<file path="config.mk">
export PLATFORM = sky130hd
export DESIGN_NAME = sublane_driver
export DESIGN_NICKNAME = d
export VERILOG_FILES = /design/src/hw/vlane_pkg.sv /design/src/hw/byte_enable_gen.sv /design/src/hw/inst_capture.sv /design/src/hw/lane_sequencer.sv /design/src/hw/sublane_driver.sv /design/src/hw/vrf_addr_gen.sv
export SDC_FILE = /design/constraint.sdc
export NUM_CORES = 1
export LEC_CHECK = 0
export ABC_AREA = 1
export BUFFER_PORTS_ARGS = -buffer_cell sky130_fd_sc_hd__clkbuf_2
export CORE_MARGIN = 2
export CORE_UTILIZATION = 31
export CTS_BUF_LIST = sky130_fd_sc_hd__clkbuf_8 sky130_fd_sc_hd__clkbuf_16
export DETAILED_ROUTE_END_ITERATION = 6
export PLACE_DENSITY = 0.55
export REMOVE_ABC_BUFFERS = 1
export SETUP_SLACK_MARGIN = 0.2
export SLEW_MARGIN = 5
export SYNTH_ARGS = -nofsm -noshare
export SYNTH_HDL_FRONTEND = slang
export SYNTH_SLANG_ARGS = --single-unit
</file>
<file path="constraint.sdc">
create_clock -name clk_i -period 3.9 [get_ports clk_i]
set_input_delay 0.78 -clock clk_i [delete_from_list [all_inputs] [get_ports clk_i]]
set_output_delay 0.78 -clock clk_i [all_outputs]
set_load 0.03 [all_outputs]
</file>
<file path="src/hw/vlane_pkg.sv">
`default_nettype none

package vlane_pkg;

    ////////////////////////////////////////
    // Sizes
    ////////////////////////////////////////
    localparam int VLANE_NUM       = 8;
    localparam int MAX_VL_PER_LANE = 256;     // Elements held by one lane
    localparam int MEM_DEPTH       = 512;     // Locations in one lane VRF
    localparam int BYTES_PER_LOC   = 4;

    ////////////////////////////////////////
    // Vector types
    ////////////////////////////////////////
    // Total vector length over all lanes
    typedef logic [$clog2(VLANE_NUM * MAX_VL_PER_LANE) - 1 : 0] vl_t;

    // One extra bit so a full lane count fits
    typedef logic [$clog2(MAX_VL_PER_LANE) : 0] elem_cnt_t;

    typedef logic [$clog2(MAX_VL_PER_LANE) - 1 : 0] delay_t;   // Read to write distance
    typedef logic [$clog2(MEM_DEPTH) - 1 : 0]       addr_t;
    typedef logic [BYTES_PER_LOC - 1 : 0]           bwen_t;

    ////////////////////////////////////////
    // Encodings
    ////////////////////////////////////////
    typedef enum logic [1 : 0] {
        SEW_BYTE = 2'd0,    // 4 elements per location
        SEW_HALF = 2'd1,    // 2 elements per location
        SEW_WORD = 2'd2     // 1 element per location
    } sew_e;

    typedef enum logic {
        INST_NORMAL = 1'b0,
        INST_STORE  = 1'b1
    } inst_type_e;

endpackage

`default_nettype wire

</file>
<file path="src/hw/byte_enable_gen.sv">
`default_nettype none

module byte_enable_gen (
    input  wire                     clk_i,
    input  wire                     rst_i,
    input  wire                     load_i,
    input  wire                     wr_en_i,
    input  wire vlane_pkg::sew_e    sew_i,
    output vlane_pkg::bwen_t        bwen_o
);

    localparam int PHASE_W = $clog2(vlane_pkg::BYTES_PER_LOC);

    logic [PHASE_W - 1 : 0] phase_q;    // Element slot inside the location

    ////////////////////////////////////////
    // Phase counter
    ////////////////////////////////////////
    always_ff @(posedge clk_i) begin
        if (!rst_i) begin
            phase_q <= '0;
        end else if (load_i) begin
            phase_q <= '0;
        end else if (wr_en_i) begin
            phase_q <= phase_q + 1'b1;  // Wraps every location
        end
    end

    ////////////////////////////////////////
    // Enable map
    ////////////////////////////////////////
    always_comb begin
        bwen_o = '0;
        if (wr_en_i) begin
            case (sew_i)
                vlane_pkg::SEW_BYTE: begin
                    bwen_o = vlane_pkg::bwen_t'(1) << phase_q;
                end
                vlane_pkg::SEW_HALF: begin
                    // Even element low half, odd element high half
                    if (phase_q[0]) begin
                        bwen_o = vlane_pkg::bwen_t'(4'b1100);
                    end else begin
                        bwen_o = vlane_pkg::bwen_t'(4'b0011);
                    end
                end
                vlane_pkg::SEW_WORD: bwen_o = '1;
                default:             bwen_o = '0;
            endcase
        end
    end

endmodule

`default_nettype wire

</file>
<file path="src/hw/inst_capture.sv">
`default_nettype none

module inst_capture (
    input  wire                         clk_i,
    input  wire                         rst_i,
    input  wire                         start_i,
    input  wire vlane_pkg::vl_t         vl_i,
    input  wire vlane_pkg::sew_e        sew_i,
    input  wire vlane_pkg::inst_type_e  inst_type_i,
    input  wire vlane_pkg::delay_t      inst_delay_i,
    input  wire vlane_pkg::addr_t       vs1_start_i,
    input  wire vlane_pkg::addr_t       vs2_start_i,
    input  wire vlane_pkg::addr_t       vd_start_i,
    input  wire                         done_i,
    output logic                        ready_o,
    output logic                        cmd_valid_o,
    output vlane_pkg::sew_e             sew_o,
    output vlane_pkg::inst_type_e       inst_type_o,
    output vlane_pkg::delay_t           inst_delay_o,
    output vlane_pkg::addr_t            vs1_start_o,
    output vlane_pkg::addr_t            vs2_start_o,
    output vlane_pkg::addr_t            vd_start_o,
    output vlane_pkg::elem_cnt_t        elem_cnt_o
);

    localparam int LANE_SHIFT = $clog2(vlane_pkg::VLANE_NUM);

    logic                 accept;
    vlane_pkg::elem_cnt_t lane_cnt;     // Elements landing in this lane

    assign accept = start_i && ready_o;

    // ceil(vl / VLANE_NUM), at least one
    always_comb begin
        lane_cnt = vlane_pkg::elem_cnt_t'(vl_i >> LANE_SHIFT);
        if (vl_i[LANE_SHIFT - 1 : 0] != '0) begin
            lane_cnt = lane_cnt + 1'b1;
        end
        if (lane_cnt == '0) begin
            lane_cnt = vlane_pkg::elem_cnt_t'(1);   // Empty vl still runs one element
        end
    end

    ////////////////////////////////////////
    // Handshake
    ////////////////////////////////////////
    always_ff @(posedge clk_i) begin
        if (!rst_i) begin
            ready_o     <= 1'b1;
            cmd_valid_o <= 1'b0;
        end else begin
            cmd_valid_o <= accept;          // One-cycle pulse
            if (accept) begin
                ready_o <= 1'b0;
            end else if (done_i) begin
                ready_o <= 1'b1;
            end
        end
    end

    // Instruction register
    always_ff @(posedge clk_i) begin
        if (accept) begin
            sew_o        <= sew_i;
            inst_type_o  <= inst_type_i;
            inst_delay_o <= inst_delay_i;
            vs1_start_o  <= vs1_start_i;
            vs2_start_o  <= vs2_start_i;
            vd_start_o   <= vd_start_i;
            elem_cnt_o   <= lane_cnt;
        end
    end

    // Sequencer may only finish an instruction that was accepted here
    a_done_only_when_busy: assert property (@(posedge clk_i) disable iff (!rst_i)
        done_i |-> !ready_o);

endmodule

`default_nettype wire

</file>
<file path="src/hw/lane_sequencer.sv">
`default_nettype none

module lane_sequencer (
    input  wire                         clk_i,
    input  wire                         rst_i,
    input  wire                         cmd_valid_i,
    input  wire vlane_pkg::inst_type_e  inst_type_i,
    input  wire vlane_pkg::delay_t      inst_delay_i,
    input  wire vlane_pkg::elem_cnt_t   elem_cnt_i,
    output logic                        addr_load_o,
    output logic                        rd_en_o,
    output logic                        wr_en_o,
    output logic                        done_o
);

    typedef enum logic [1 : 0] {
        SEQ_IDLE,
        SEQ_RUN,        // Reads, then writes after the delay
        SEQ_STORE       // Reads only
    } seq_state_e;

    // Headroom for delay plus count
    typedef logic [$bits(vlane_pkg::elem_cnt_t) : 0] win_t;

    seq_state_e           state_q;
    seq_state_e           state_d;
    vlane_pkg::elem_cnt_t cnt_q;        // Cycles since the window opened
    win_t                 cnt_ext;
    win_t                 rd_end;
    win_t                 wr_first;
    win_t                 wr_end;

    assign cnt_ext  = win_t'(cnt_q);
    assign rd_end   = win_t'(elem_cnt_i);
    assign wr_first = win_t'(inst_delay_i);
    assign wr_end   = wr_first + rd_end;

    ////////////////////////////////////////
    // Window decode
    ////////////////////////////////////////
    assign addr_load_o = (state_q == SEQ_IDLE);     // Generators rewind while idle
    assign rd_en_o     = (state_q != SEQ_IDLE) && (cnt_ext < rd_end);
    assign wr_en_o     = (state_q == SEQ_RUN) && (cnt_ext >= wr_first) && (cnt_ext < wr_end);

    // Last active cycle of the instruction
    always_comb begin
        case (state_q)
            SEQ_RUN:   done_o = (cnt_ext == wr_end - 1'b1);
            SEQ_STORE: done_o = (cnt_ext == rd_end - 1'b1);
            default:   done_o = 1'b0;
        endcase
    end

    ////////////////////////////////////////
    // FSM
    ////////////////////////////////////////
    always_comb begin
        state_d = state_q;
        case (state_q)
            SEQ_IDLE: begin
                if (cmd_valid_i) begin
                    if (inst_type_i == vlane_pkg::INST_STORE) begin
                        state_d = SEQ_STORE;
                    end else begin
                        state_d = SEQ_RUN;
                    end
                end
            end
            SEQ_RUN, SEQ_STORE: begin
                if (done_o) begin
                    state_d = SEQ_IDLE;
                end
            end
            default: state_d = SEQ_IDLE;
        endcase
    end

    always_ff @(posedge clk_i) begin
        if (!rst_i) begin
            state_q <= SEQ_IDLE;
            cnt_q   <= '0;
        end else begin
            state_q <= state_d;
            if (state_q == SEQ_IDLE) begin
                cnt_q <= '0;
            end else begin
                cnt_q <= cnt_q + 1'b1;
            end
        end
    end

    // Command pulse only arrives between instructions
    a_cmd_in_idle: assert property (@(posedge clk_i) disable iff (!rst_i)
        cmd_valid_i |-> (state_q == SEQ_IDLE));

    // Instruction fields hold still while the windows run
    a_operands_stable: assert property (@(posedge clk_i) disable iff (!rst_i)
        (state_q != SEQ_IDLE) |-> $stable(elem_cnt_i) && $stable(inst_delay_i)
            && $stable(inst_type_i));

endmodule

`default_nettype wire

</file>
<file path="src/hw/sublane_driver.sv">
`default_nettype none

module sublane_driver (
    input  wire                         clk_i,
    input  wire                         rst_i,
    input  wire                         start_i,
    input  wire vlane_pkg::vl_t         vl_i,
    input  wire vlane_pkg::sew_e        sew_i,
    input  wire vlane_pkg::inst_type_e  inst_type_i,
    input  wire vlane_pkg::delay_t      inst_delay_i,
    input  wire vlane_pkg::addr_t       vs1_start_i,
    input  wire vlane_pkg::addr_t       vs2_start_i,
    input  wire vlane_pkg::addr_t       vd_start_i,
    output logic                        ready_o,
    output logic                        vrf_ren_o,
    output vlane_pkg::addr_t            vrf_raddr1_o,
    output vlane_pkg::addr_t            vrf_raddr2_o,
    output vlane_pkg::addr_t            vrf_waddr_o,
    output vlane_pkg::bwen_t            vrf_bwen_o,
    output logic                        store_data_valid_o
);

    logic                  cmd_valid;
    vlane_pkg::sew_e       sew;
    vlane_pkg::inst_type_e inst_type;
    vlane_pkg::delay_t     inst_delay;
    vlane_pkg::addr_t      vs1_start;
    vlane_pkg::addr_t      vs2_start;
    vlane_pkg::addr_t      vd_start;
    vlane_pkg::elem_cnt_t  elem_cnt;
    logic                  addr_load;
    logic                  rd_en;
    logic                  wr_en;
    logic                  done;

    ////////////////////////////////////////
    // Control path
    ////////////////////////////////////////
    inst_capture inst_capture_inst (
        .clk_i(clk_i), .rst_i(rst_i), .start_i(start_i),
        .vl_i(vl_i), .sew_i(sew_i), .inst_type_i(inst_type_i),
        .inst_delay_i(inst_delay_i),
        .vs1_start_i(vs1_start_i), .vs2_start_i(vs2_start_i), .vd_start_i(vd_start_i),
        .done_i(done), .ready_o(ready_o), .cmd_valid_o(cmd_valid),
        .sew_o(sew), .inst_type_o(inst_type), .inst_delay_o(inst_delay),
        .vs1_start_o(vs1_start), .vs2_start_o(vs2_start), .vd_start_o(vd_start),
        .elem_cnt_o(elem_cnt)
    );

    lane_sequencer lane_sequencer_inst (
        .clk_i(clk_i), .rst_i(rst_i), .cmd_valid_i(cmd_valid),
        .inst_type_i(inst_type), .inst_delay_i(inst_delay), .elem_cnt_i(elem_cnt),
        .addr_load_o(addr_load), .rd_en_o(rd_en), .wr_en_o(wr_en), .done_o(done)
    );

    ////////////////////////////////////////
    // VRF side
    ////////////////////////////////////////
    vrf_addr_gen raddr1_gen (   // vs1 operand
        .clk_i(clk_i), .rst_i(rst_i), .load_i(addr_load), .en_i(rd_en),
        .sew_i(sew), .start_addr_i(vs1_start), .addr_o(vrf_raddr1_o)
    );

    vrf_addr_gen raddr2_gen (   // vs2 operand
        .clk_i(clk_i), .rst_i(rst_i), .load_i(addr_load), .en_i(rd_en),
        .sew_i(sew), .start_addr_i(vs2_start), .addr_o(vrf_raddr2_o)
    );

    vrf_addr_gen waddr_gen (
        .clk_i(clk_i), .rst_i(rst_i), .load_i(addr_load), .en_i(wr_en),
        .sew_i(sew), .start_addr_i(vd_start), .addr_o(vrf_waddr_o)
    );

    byte_enable_gen byte_enable_gen_inst (
        .clk_i(clk_i), .rst_i(rst_i), .load_i(addr_load), .wr_en_i(wr_en),
        .sew_i(sew), .bwen_o(vrf_bwen_o)
    );

    assign vrf_ren_o          = rd_en;
    assign store_data_valid_o = rd_en && (inst_type == vlane_pkg::INST_STORE);

endmodule

`default_nettype wire

</file>
<file path="src/hw/vrf_addr_gen.sv">
`default_nettype none

module vrf_addr_gen (
    input  wire                     clk_i,
    input  wire                     rst_i,
    input  wire                     load_i,
    input  wire                     en_i,
    input  wire vlane_pkg::sew_e    sew_i,
    input  wire vlane_pkg::addr_t   start_addr_i,
    output vlane_pkg::addr_t        addr_o
);

    vlane_pkg::addr_t     base_q;
    vlane_pkg::addr_t     last_q;       // Address of the latest access
    vlane_pkg::elem_cnt_t idx_q;        // Element index within the instruction
    vlane_pkg::elem_cnt_t loc_off;
    vlane_pkg::addr_t     step_addr;

    // Elements per location set the shift
    always_comb begin
        case (sew_i)
            vlane_pkg::SEW_BYTE: loc_off = idx_q >> 2;
            vlane_pkg::SEW_HALF: loc_off = idx_q >> 1;
            default:             loc_off = idx_q;
        endcase
    end

    assign step_addr = base_q + vlane_pkg::addr_t'(loc_off);
    assign addr_o    = en_i ? step_addr : last_q;   // Hold between windows

    always_ff @(posedge clk_i) begin
        if (load_i) begin
            base_q <= start_addr_i;
        end
    end

    always_ff @(posedge clk_i) begin
        if (!rst_i) begin
            idx_q  <= '0;
            last_q <= '0;
        end else if (load_i) begin
            idx_q <= '0;
        end else if (en_i) begin
            idx_q  <= idx_q + 1'b1;
            last_q <= step_addr;
        end
    end

    // Rewind and stepping come from different sequencer states
    a_no_load_while_stepping: assert property (@(posedge clk_i) disable iff (!rst_i)
        !(load_i && en_i));

endmodule

`default_nettype wire
</file>
== Word level (Yosys, flattened, before mapping) ==
Cells that the tools add are included.
Cells by class
  add/subtract/negate cells: 12
  multipliers: 0
  divide/modulo/power cells: 0
  order comparisons: 3
  equal/unequal tests: 8
  shift-type cells: 1
  multiplexer cells: 17
  bitwise gates (word level): 1
  reductions and logical operators: 14
Operators by type and width (count)
  $pmux W9 S2: 3
  $add A9 B1 Y9 const B: 4
  $mux W9: 4
  $add A9 B9 Y9: 3
  $eq A9 B10 Y1: 2
  $pmux W4 S3: 1
  $add A8 B9 Y10: 1
  $lt A9 B10 Y1: 1
  $sub A10 B1 Y10 const B: 1
  $sub A9 B1 Y10 const B: 1
  $add A8 B1 Y9 const B: 1
  $ge A9 B8 Y1: 1
  $logic_not A9 Y1: 1
  $lt A9 B9 Y1: 1
  $mux W4: 2
  $mux W2: 3
  $logic_and A1 B1 Y1: 5
  $eq A2 B1 Y1 const B: 2
  $eq A2 B2 Y1 const B: 2
  $logic_not A2 Y1: 2
  $pmux W2 S2: 1
  $reduce_bool A2 Y1: 2
  $reduce_or A2 Y1: 2
  $shl A1 B2 Y4 const A: 1
  8 further kinds: 9
Word-level totals
  register bits after elaboration: 143
  latch bits: 0
  RAM bits: 0
  memory bits (read-only): 0
  bits of input ports: 52
  output and inout port bits: 34
  word-level logic and storage cells: 77
  memories: 0

== Depth between registers and ports, before layout ==
  depth after elaboration: 6
  gate-level depth with buffers: 22
  mapped depth without buffers: 22

== Hierarchy ==
Synthesis repeated with hierarchy kept, for this count alone.
Second synthesis, totals
  cells, all modules: 1201
  area total of the unflattened synthesis: 9054.9 sq um
Modules (own cells, without submodules)
  vrf_addr_gen: times used 3, cells an instance 229, area each 1626.6 sq um, seq. area each 630.6 sq um
  lane_sequencer: times used 1, cells an instance 350, area each 2114.5 sq um, seq. area each 220.2 sq um
  inst_capture: times used 1, cells an instance 123, area each 1819.2 sq um, seq. area each 1451.4 sq um
  byte_enable_gen: times used 1, cells an instance 39, area each 234.0 sq um, seq. area each 40.0 sq um
  sublane_driver: times used 1, cells an instance 2, area each 7.5 sq um, seq. area each 0.0 sq um

== Worst setup path after synthesis ==
OpenSTA, ideal clock, no wires.
  path kind: reg-to-output
  start: register inst_capture_inst.elem_cnt_o[0]
  end: output vrf_waddr_o[2]
  arrival: 3178 ps
  required time: 3120 ps
  slack: -58 ps
  stages on the path, launching flop included: 18
  buffers on the path: 0
  cells stage by stage: edfxtp_1 ha_1 fa_1 nand2_2 nand2_2 nand3_1 nand2_1 ha_1 nand2_1 nor2_1 nor2_1 o211ai_1 nand3_1 nand2_1 a21o_1 a21oi_4 inv_2 o21ai_0
Between the ends
  word-level cells in the longest chain between the ends: 4
RTL lines
  start, declared: RTL line inst_capture.sv:23  | output vlane_pkg::elem_cnt_t elem_cnt_o
  start signal, assigned: RTL line inst_capture.sv:70  | elem_cnt_o <= lane_cnt;
  $add A8 B9 Y10: RTL line lane_sequencer.sv:36  | assign wr_end = wr_first + rd_end;
  $lt A9 B10 Y1: RTL line lane_sequencer.sv:43  | assign wr_en_o = (state_q == SEQ_RUN) && (cnt_ext >= wr_first) && (cnt_ext < wr_end);
  $logic_and A1 B1 Y1: RTL line lane_sequencer.sv:43
  $mux W9: RTL line vrf_addr_gen.sv:29  | assign addr_o = en_i ? step_addr : last_q;
  end, declared: RTL line sublane_driver.sv:18  | output vlane_pkg::addr_t vrf_waddr_o,
No other way between the ends.

== Worst setup path after layout ==
  start: register inst_capture_inst.inst_delay_o[0]
  end: output vrf_waddr_o[2]
Between the ends
  word-level cells in the longest chain between the ends: 4
  elaborated cells on any way between the ends: 6
  those cells by class: add/sub: 1; order compare: 2; mux: 1; reduce/logical: 2
RTL lines
  start, declared: RTL line inst_capture.sv:19  | output vlane_pkg::delay_t inst_delay_o,
  start signal, assigned: RTL line inst_capture.sv:66  | inst_delay_o <= inst_delay_i;
  $add A8 B9 Y10 / $ge A9 B8 Y1 (equally long branches): RTL line lane_sequencer.sv:36, lane_sequencer.sv:43
  $lt A9 B10 Y1 / $logic_and A1 B1 Y1 (equally long branches): RTL line lane_sequencer.sv:43
  $logic_and A1 B1 Y1 *: RTL line lane_sequencer.sv:43
  $mux W9 *: RTL line vrf_addr_gen.sv:29
Mark *: on every way between the ends. The rest lies on a longest branch, timed or not.

==> reports/metrics.csv <==
stage;metric;value;unit
outcome;status;finished with violations;
outcome;failing checks;negative setup slack;
sta;final setup vio count;19;
sta;Final Max Slew Viols;0;
placement;Final HPWL DP;14.45;mm
routing;DRT Pass-1 Iters;4;
floorplan;initial core utilization;31.31;%
sta;final setup margin;-0.4010;ns
clock_tree;Max H-tree Level;4;
placement;Final GP Congestion;0.8380;
floorplan;Die X;168.1;µm
routing;vias post-DR;7348;
worst_hold_path;Hold Path Class;reg2reg;
global_routing;global-route wire length before repair;34.03;mm
routing;drc violations;0;
clock_tree;CTS root buf;clkbuf_16;
synth;ys async rst share;0;%
synth;synthesized flop and latch total;143;
worst_setup_path;CP startpoint;inst_capture_inst.inst_delay_o[0]$_DFFE_PP_;
synth;most common cell in the netlist;nand2_1;
worst_setup_path;worst r2r src;inst_capture_inst.elem_cnt_o[2]$_SDFFCE_PN0P_;
synth;Synth area leader;edfxtp_1;
worst_setup_path;critical path launch point type;flip-flop;
sta;final clock skew;0.01793;ns
synth;area share of the largest cell type after synthesis;26.63;%
power;Peak VDD IR;317.9;µV
sta;crit share post-route;110.3;%
synth;combinational family with the most area after synthesis;simple AND/OR/NAND/NOR gates;
cells_and_area;layout cells sized above 1;33.96;%
global_routing;Total Routing Usage GR;15.09;%
synth;top cells by area, synth;edfxtp_1, dfxtp_1, ha_1;
synth;Syn Inst Count;1006;
worst_setup_path;CP cell instances;ha_4, fa_2, nand3_2, nand3_2, nand2_2, ha_4, nand2_2, nor2_2, nor2_1, o211ai_1, nand3_1, nand2_1, a21o_1, a21oi_4, buf_12, buf_12, clkinvlp_4, nand2_2, o21ai_2, clkbuf_8;
synth;Mapped Area;0.008343;mm²
worst_setup_path;Crit Path Max Fanout;6;
clock_tree;CTS tree;yes;
cells_and_area;fin util;44.35;%
floorplan;Die Ht;168.1;µm
sta;Final Hold Fails;0;
placement;Port-buffer cells;85;
clock_tree;Clock Path Buffers;2;
synth;Primary FF master, synth;edfxtp_1;
sta;post-route minimum period;4.301;ns
cells_and_area;Filler cells;2496;
global_routing;number of global-route vias before repair;7106;
clock_tree;clock sinks;143;
sta;Relative slew margins;29.34;%
power;Lkg Pwr;5.211;nW
clock_tree;clk_lat worst skew;0.44;ns
floorplan;Rows;60;
worst_setup_path;CP delay by family, top;simple AND/OR/NAND/NOR gates;
synth;simple-gate share of the synthesized area;21.06;%
sta;Worst Hold Margin;0.4186;ns
worst_setup_path;Crit-path slowest cell;edfxtp_1;
floorplan;Placeable Area;0.02665;mm²
sta;unrepaired setup endpoints after global routing;true;
worst_setup_path;Crit. End Element;output port;
floorplan;# IOs;86;
worst_setup_path;Crit Path Category;reg2out;
synth;XOR/XNOR Fraction of Synth Area;3.149;%
global_routing;initial antenna violation count;0;
synth;most frequent cells after synthesis;nand2_1, inv_1, a21oi_1, nor2_1, edfxtp_1;
synth;Synth Area in Compound Gates;13.27;%
worst_setup_path;r2r worst-path depth;37;
worst_setup_path;worst r2r dst;lane_sequencer_inst.state_q[1]$_SDFFE_PN0P_;
synth;Avg Cell Area, Syn;8.293;µm²
global_routing;Congestion Overflow GR;0;
routing;final WL;21.72;mm
clock_tree;CTS Buf Count;17;
sta;Tightest Pin Transition;1.058;ns
worst_setup_path;WP data arrival;3.52;ns
cells_and_area;nets;1334;
routing;drt wl/cell;13.90;µm
routing;post-route ant nets;0;
cells_and_area;Synth-to-Final Area Change;41.68;%
run;number of max-cap violations;0;
synth;number of synthesized flops with an enable pin;74;
global_routing;pin count of the biggest net entering global routing;48;
cells_and_area;n_diodes;0;
worst_setup_path;Most common cell on crit path;nand2_2;
worst_setup_path;CP required;3.12;ns
routing;initial DRC count;289;
floorplan;Die ar.;0.02824;mm²
synth;Synth cell types;43;
synth;Seq/Total Area, Yosys;43.19;%
worst_setup_path;CP bufs+invs;4;
power;PwrDens;625.4;mW/mm²
worst_setup_path;critical path depth in cells;20;
clock_tree;clk slew on worst S/H paths;0.07;ns
sta;Max Fclk;0.2325;GHz
routing;vias per cell;4.701;
worst_setup_path;slowest stage delay, CP;0.44;ns
worst_setup_path;reg-to-reg slack, setup;-0.34;ns
power;total power;7.392;mW
synth;Ys Warns;0;
worst_setup_path;CP Capture Point;vrf_waddr_o[2];
synth;mux cell area share after synthesis;0;%
synth;adder and majority gate portion of the synthesized area;11.31;%
[metal layers]
metal / global-route usage (%) / routed length (µm) / part of all wire, %
met5: 0 / 0 / 0
met4: 4.685 / 255 / 1.2
met3: 2.821 / 566 / 2.6
met2: 26.48 / 10900 / 50
met1: 18.83 / 9994 / 46
[power breakdown]
group	switching, mW	internal, mW	total [mW]
clock network	0.747	0.977	1.72
logic	2.07	1.59	3.66
registers	0.119	1.89	2.01
total	2.94	4.46	7.39
[stage by stage]
stage               setup TNS [ns]  worst slack, ns  std cells  cell area [µm²]
floorplan                   -5.208          -0.4189        981             8237
global placement                 0          0.05754       1439             9331
detailed placement         -0.4138         -0.09653       1439             9331
CTS                         -4.628          -0.3513       1533            10950
global route                -8.660          -0.5485       1563            11820
finish                      -5.307          -0.4010       1563            11820
[registers in the layout, summed over array words and instances, names as in the netlist, 8 cells and up]
name and flops:
inst_capture_inst.elem_cnt_o 9, raddr1_gen.last_q 9, inst_capture_inst.vs1_start_o 9, inst_capture_inst.inst_delay_o 8, waddr_gen.base_q 9, raddr2_gen.base_q 9
raddr2_gen.last_q 9, inst_capture_inst.vs2_start_o 9, inst_capture_inst.vd_start_o 9, raddr1_gen.base_q 9, waddr_gen.last_q 9, raddr1_gen.idx_q 9
lane_sequencer_inst.cnt_q 9, waddr_gen.idx_q 9, raddr2_gen.idx_q 9
[worst register-to-register path, delay by kind of cell, from the launching register on]
family | cells | cell delay [ns]
and+or+nand+nor | 16 | 1.26
adders and majority gates | 1 | 0.33
DFF | 1 | 0.44
buffers and inverters | 20 | 2.11
[cell families (layout without fill, tap and decap cells)]
group           count (synthesis)  in the layout
simple gates                  384            384
compound gates                201            201
buf+inv                       175            391
flops                         143            143
fa+ha+maj                      73             73
xor+xnor                       30             30
[repair_timing]
action                                  CTS  global route
hold buffers                              0             0
cloned                                    1             1
pin swaps                                26            62
endpoints found under the setup margin   23            36
setup buffers                            61            29
gates resized for setup                 127           181
[layout make-up]
class	instances	area, µm²	area share (%)
clock buffer	17	425.4	3.599
clock inverter	15	195.2	1.651
inverter	150	580.6	4.912
multi-input combinational	688	4772	40.37
sequential	143	3603	30.49
tap	341	426.7	3.610
timing repair buffer	208	1809	15.31
timing repair inverter	1	7.507	0.06351
[layout by cell type, fill, tap and decap left out, types with 10 or more instances in the layout]
cell,count
edfxtp_1,74
nand2_2,33
a21oi_2,23
ha_4,13
nand3_1,45
buf_4,83
xor2_1,26
nand2_1,142
or2_2,16
clkbuf_16,18
nor2_1,70
nand3_2,21
ha_1,53
o22ai_1,15
clkbuf_2,54
nand4_1,10
nor3_1,17
inv_1,138
o21ai_0,38
a21oi_1,71
buf_6,44
dfxtp_1,69
buf_8,15
[worst min-delay path by stage]
stage / start / to / cells past startpoint
after detailed placement: inst_capture_inst.vd_start_o[7]$_DFFE_PP_ / waddr_gen.base_q[7]$_DFFE_PP_ / 0
after global routing: inst_capture_inst.vd_start_o[4]$_DFFE_PP_ / waddr_gen.base_q[4]$_DFFE_PP_ / 0
final: inst_capture_inst.vd_start_o[7]$_DFFE_PP_ / waddr_gen.base_q[7]$_DFFE_PP_ / 0
after floorplan: inst_capture_inst.vs1_start_o[0]$_DFFE_PP_ / raddr1_gen.base_q[0]$_DFFE_PP_ / 0
after CTS: inst_capture_inst.vs1_start_o[8]$_DFFE_PP_ / raddr1_gen.base_q[8]$_DFFE_PP_ / 0
after global placement: inst_capture_inst.vs1_start_o[8]$_DFFE_PP_ / raddr1_gen.base_q[8]$_DFFE_PP_ / 0
Note: power is estimated with default switching activity, not from simulation.
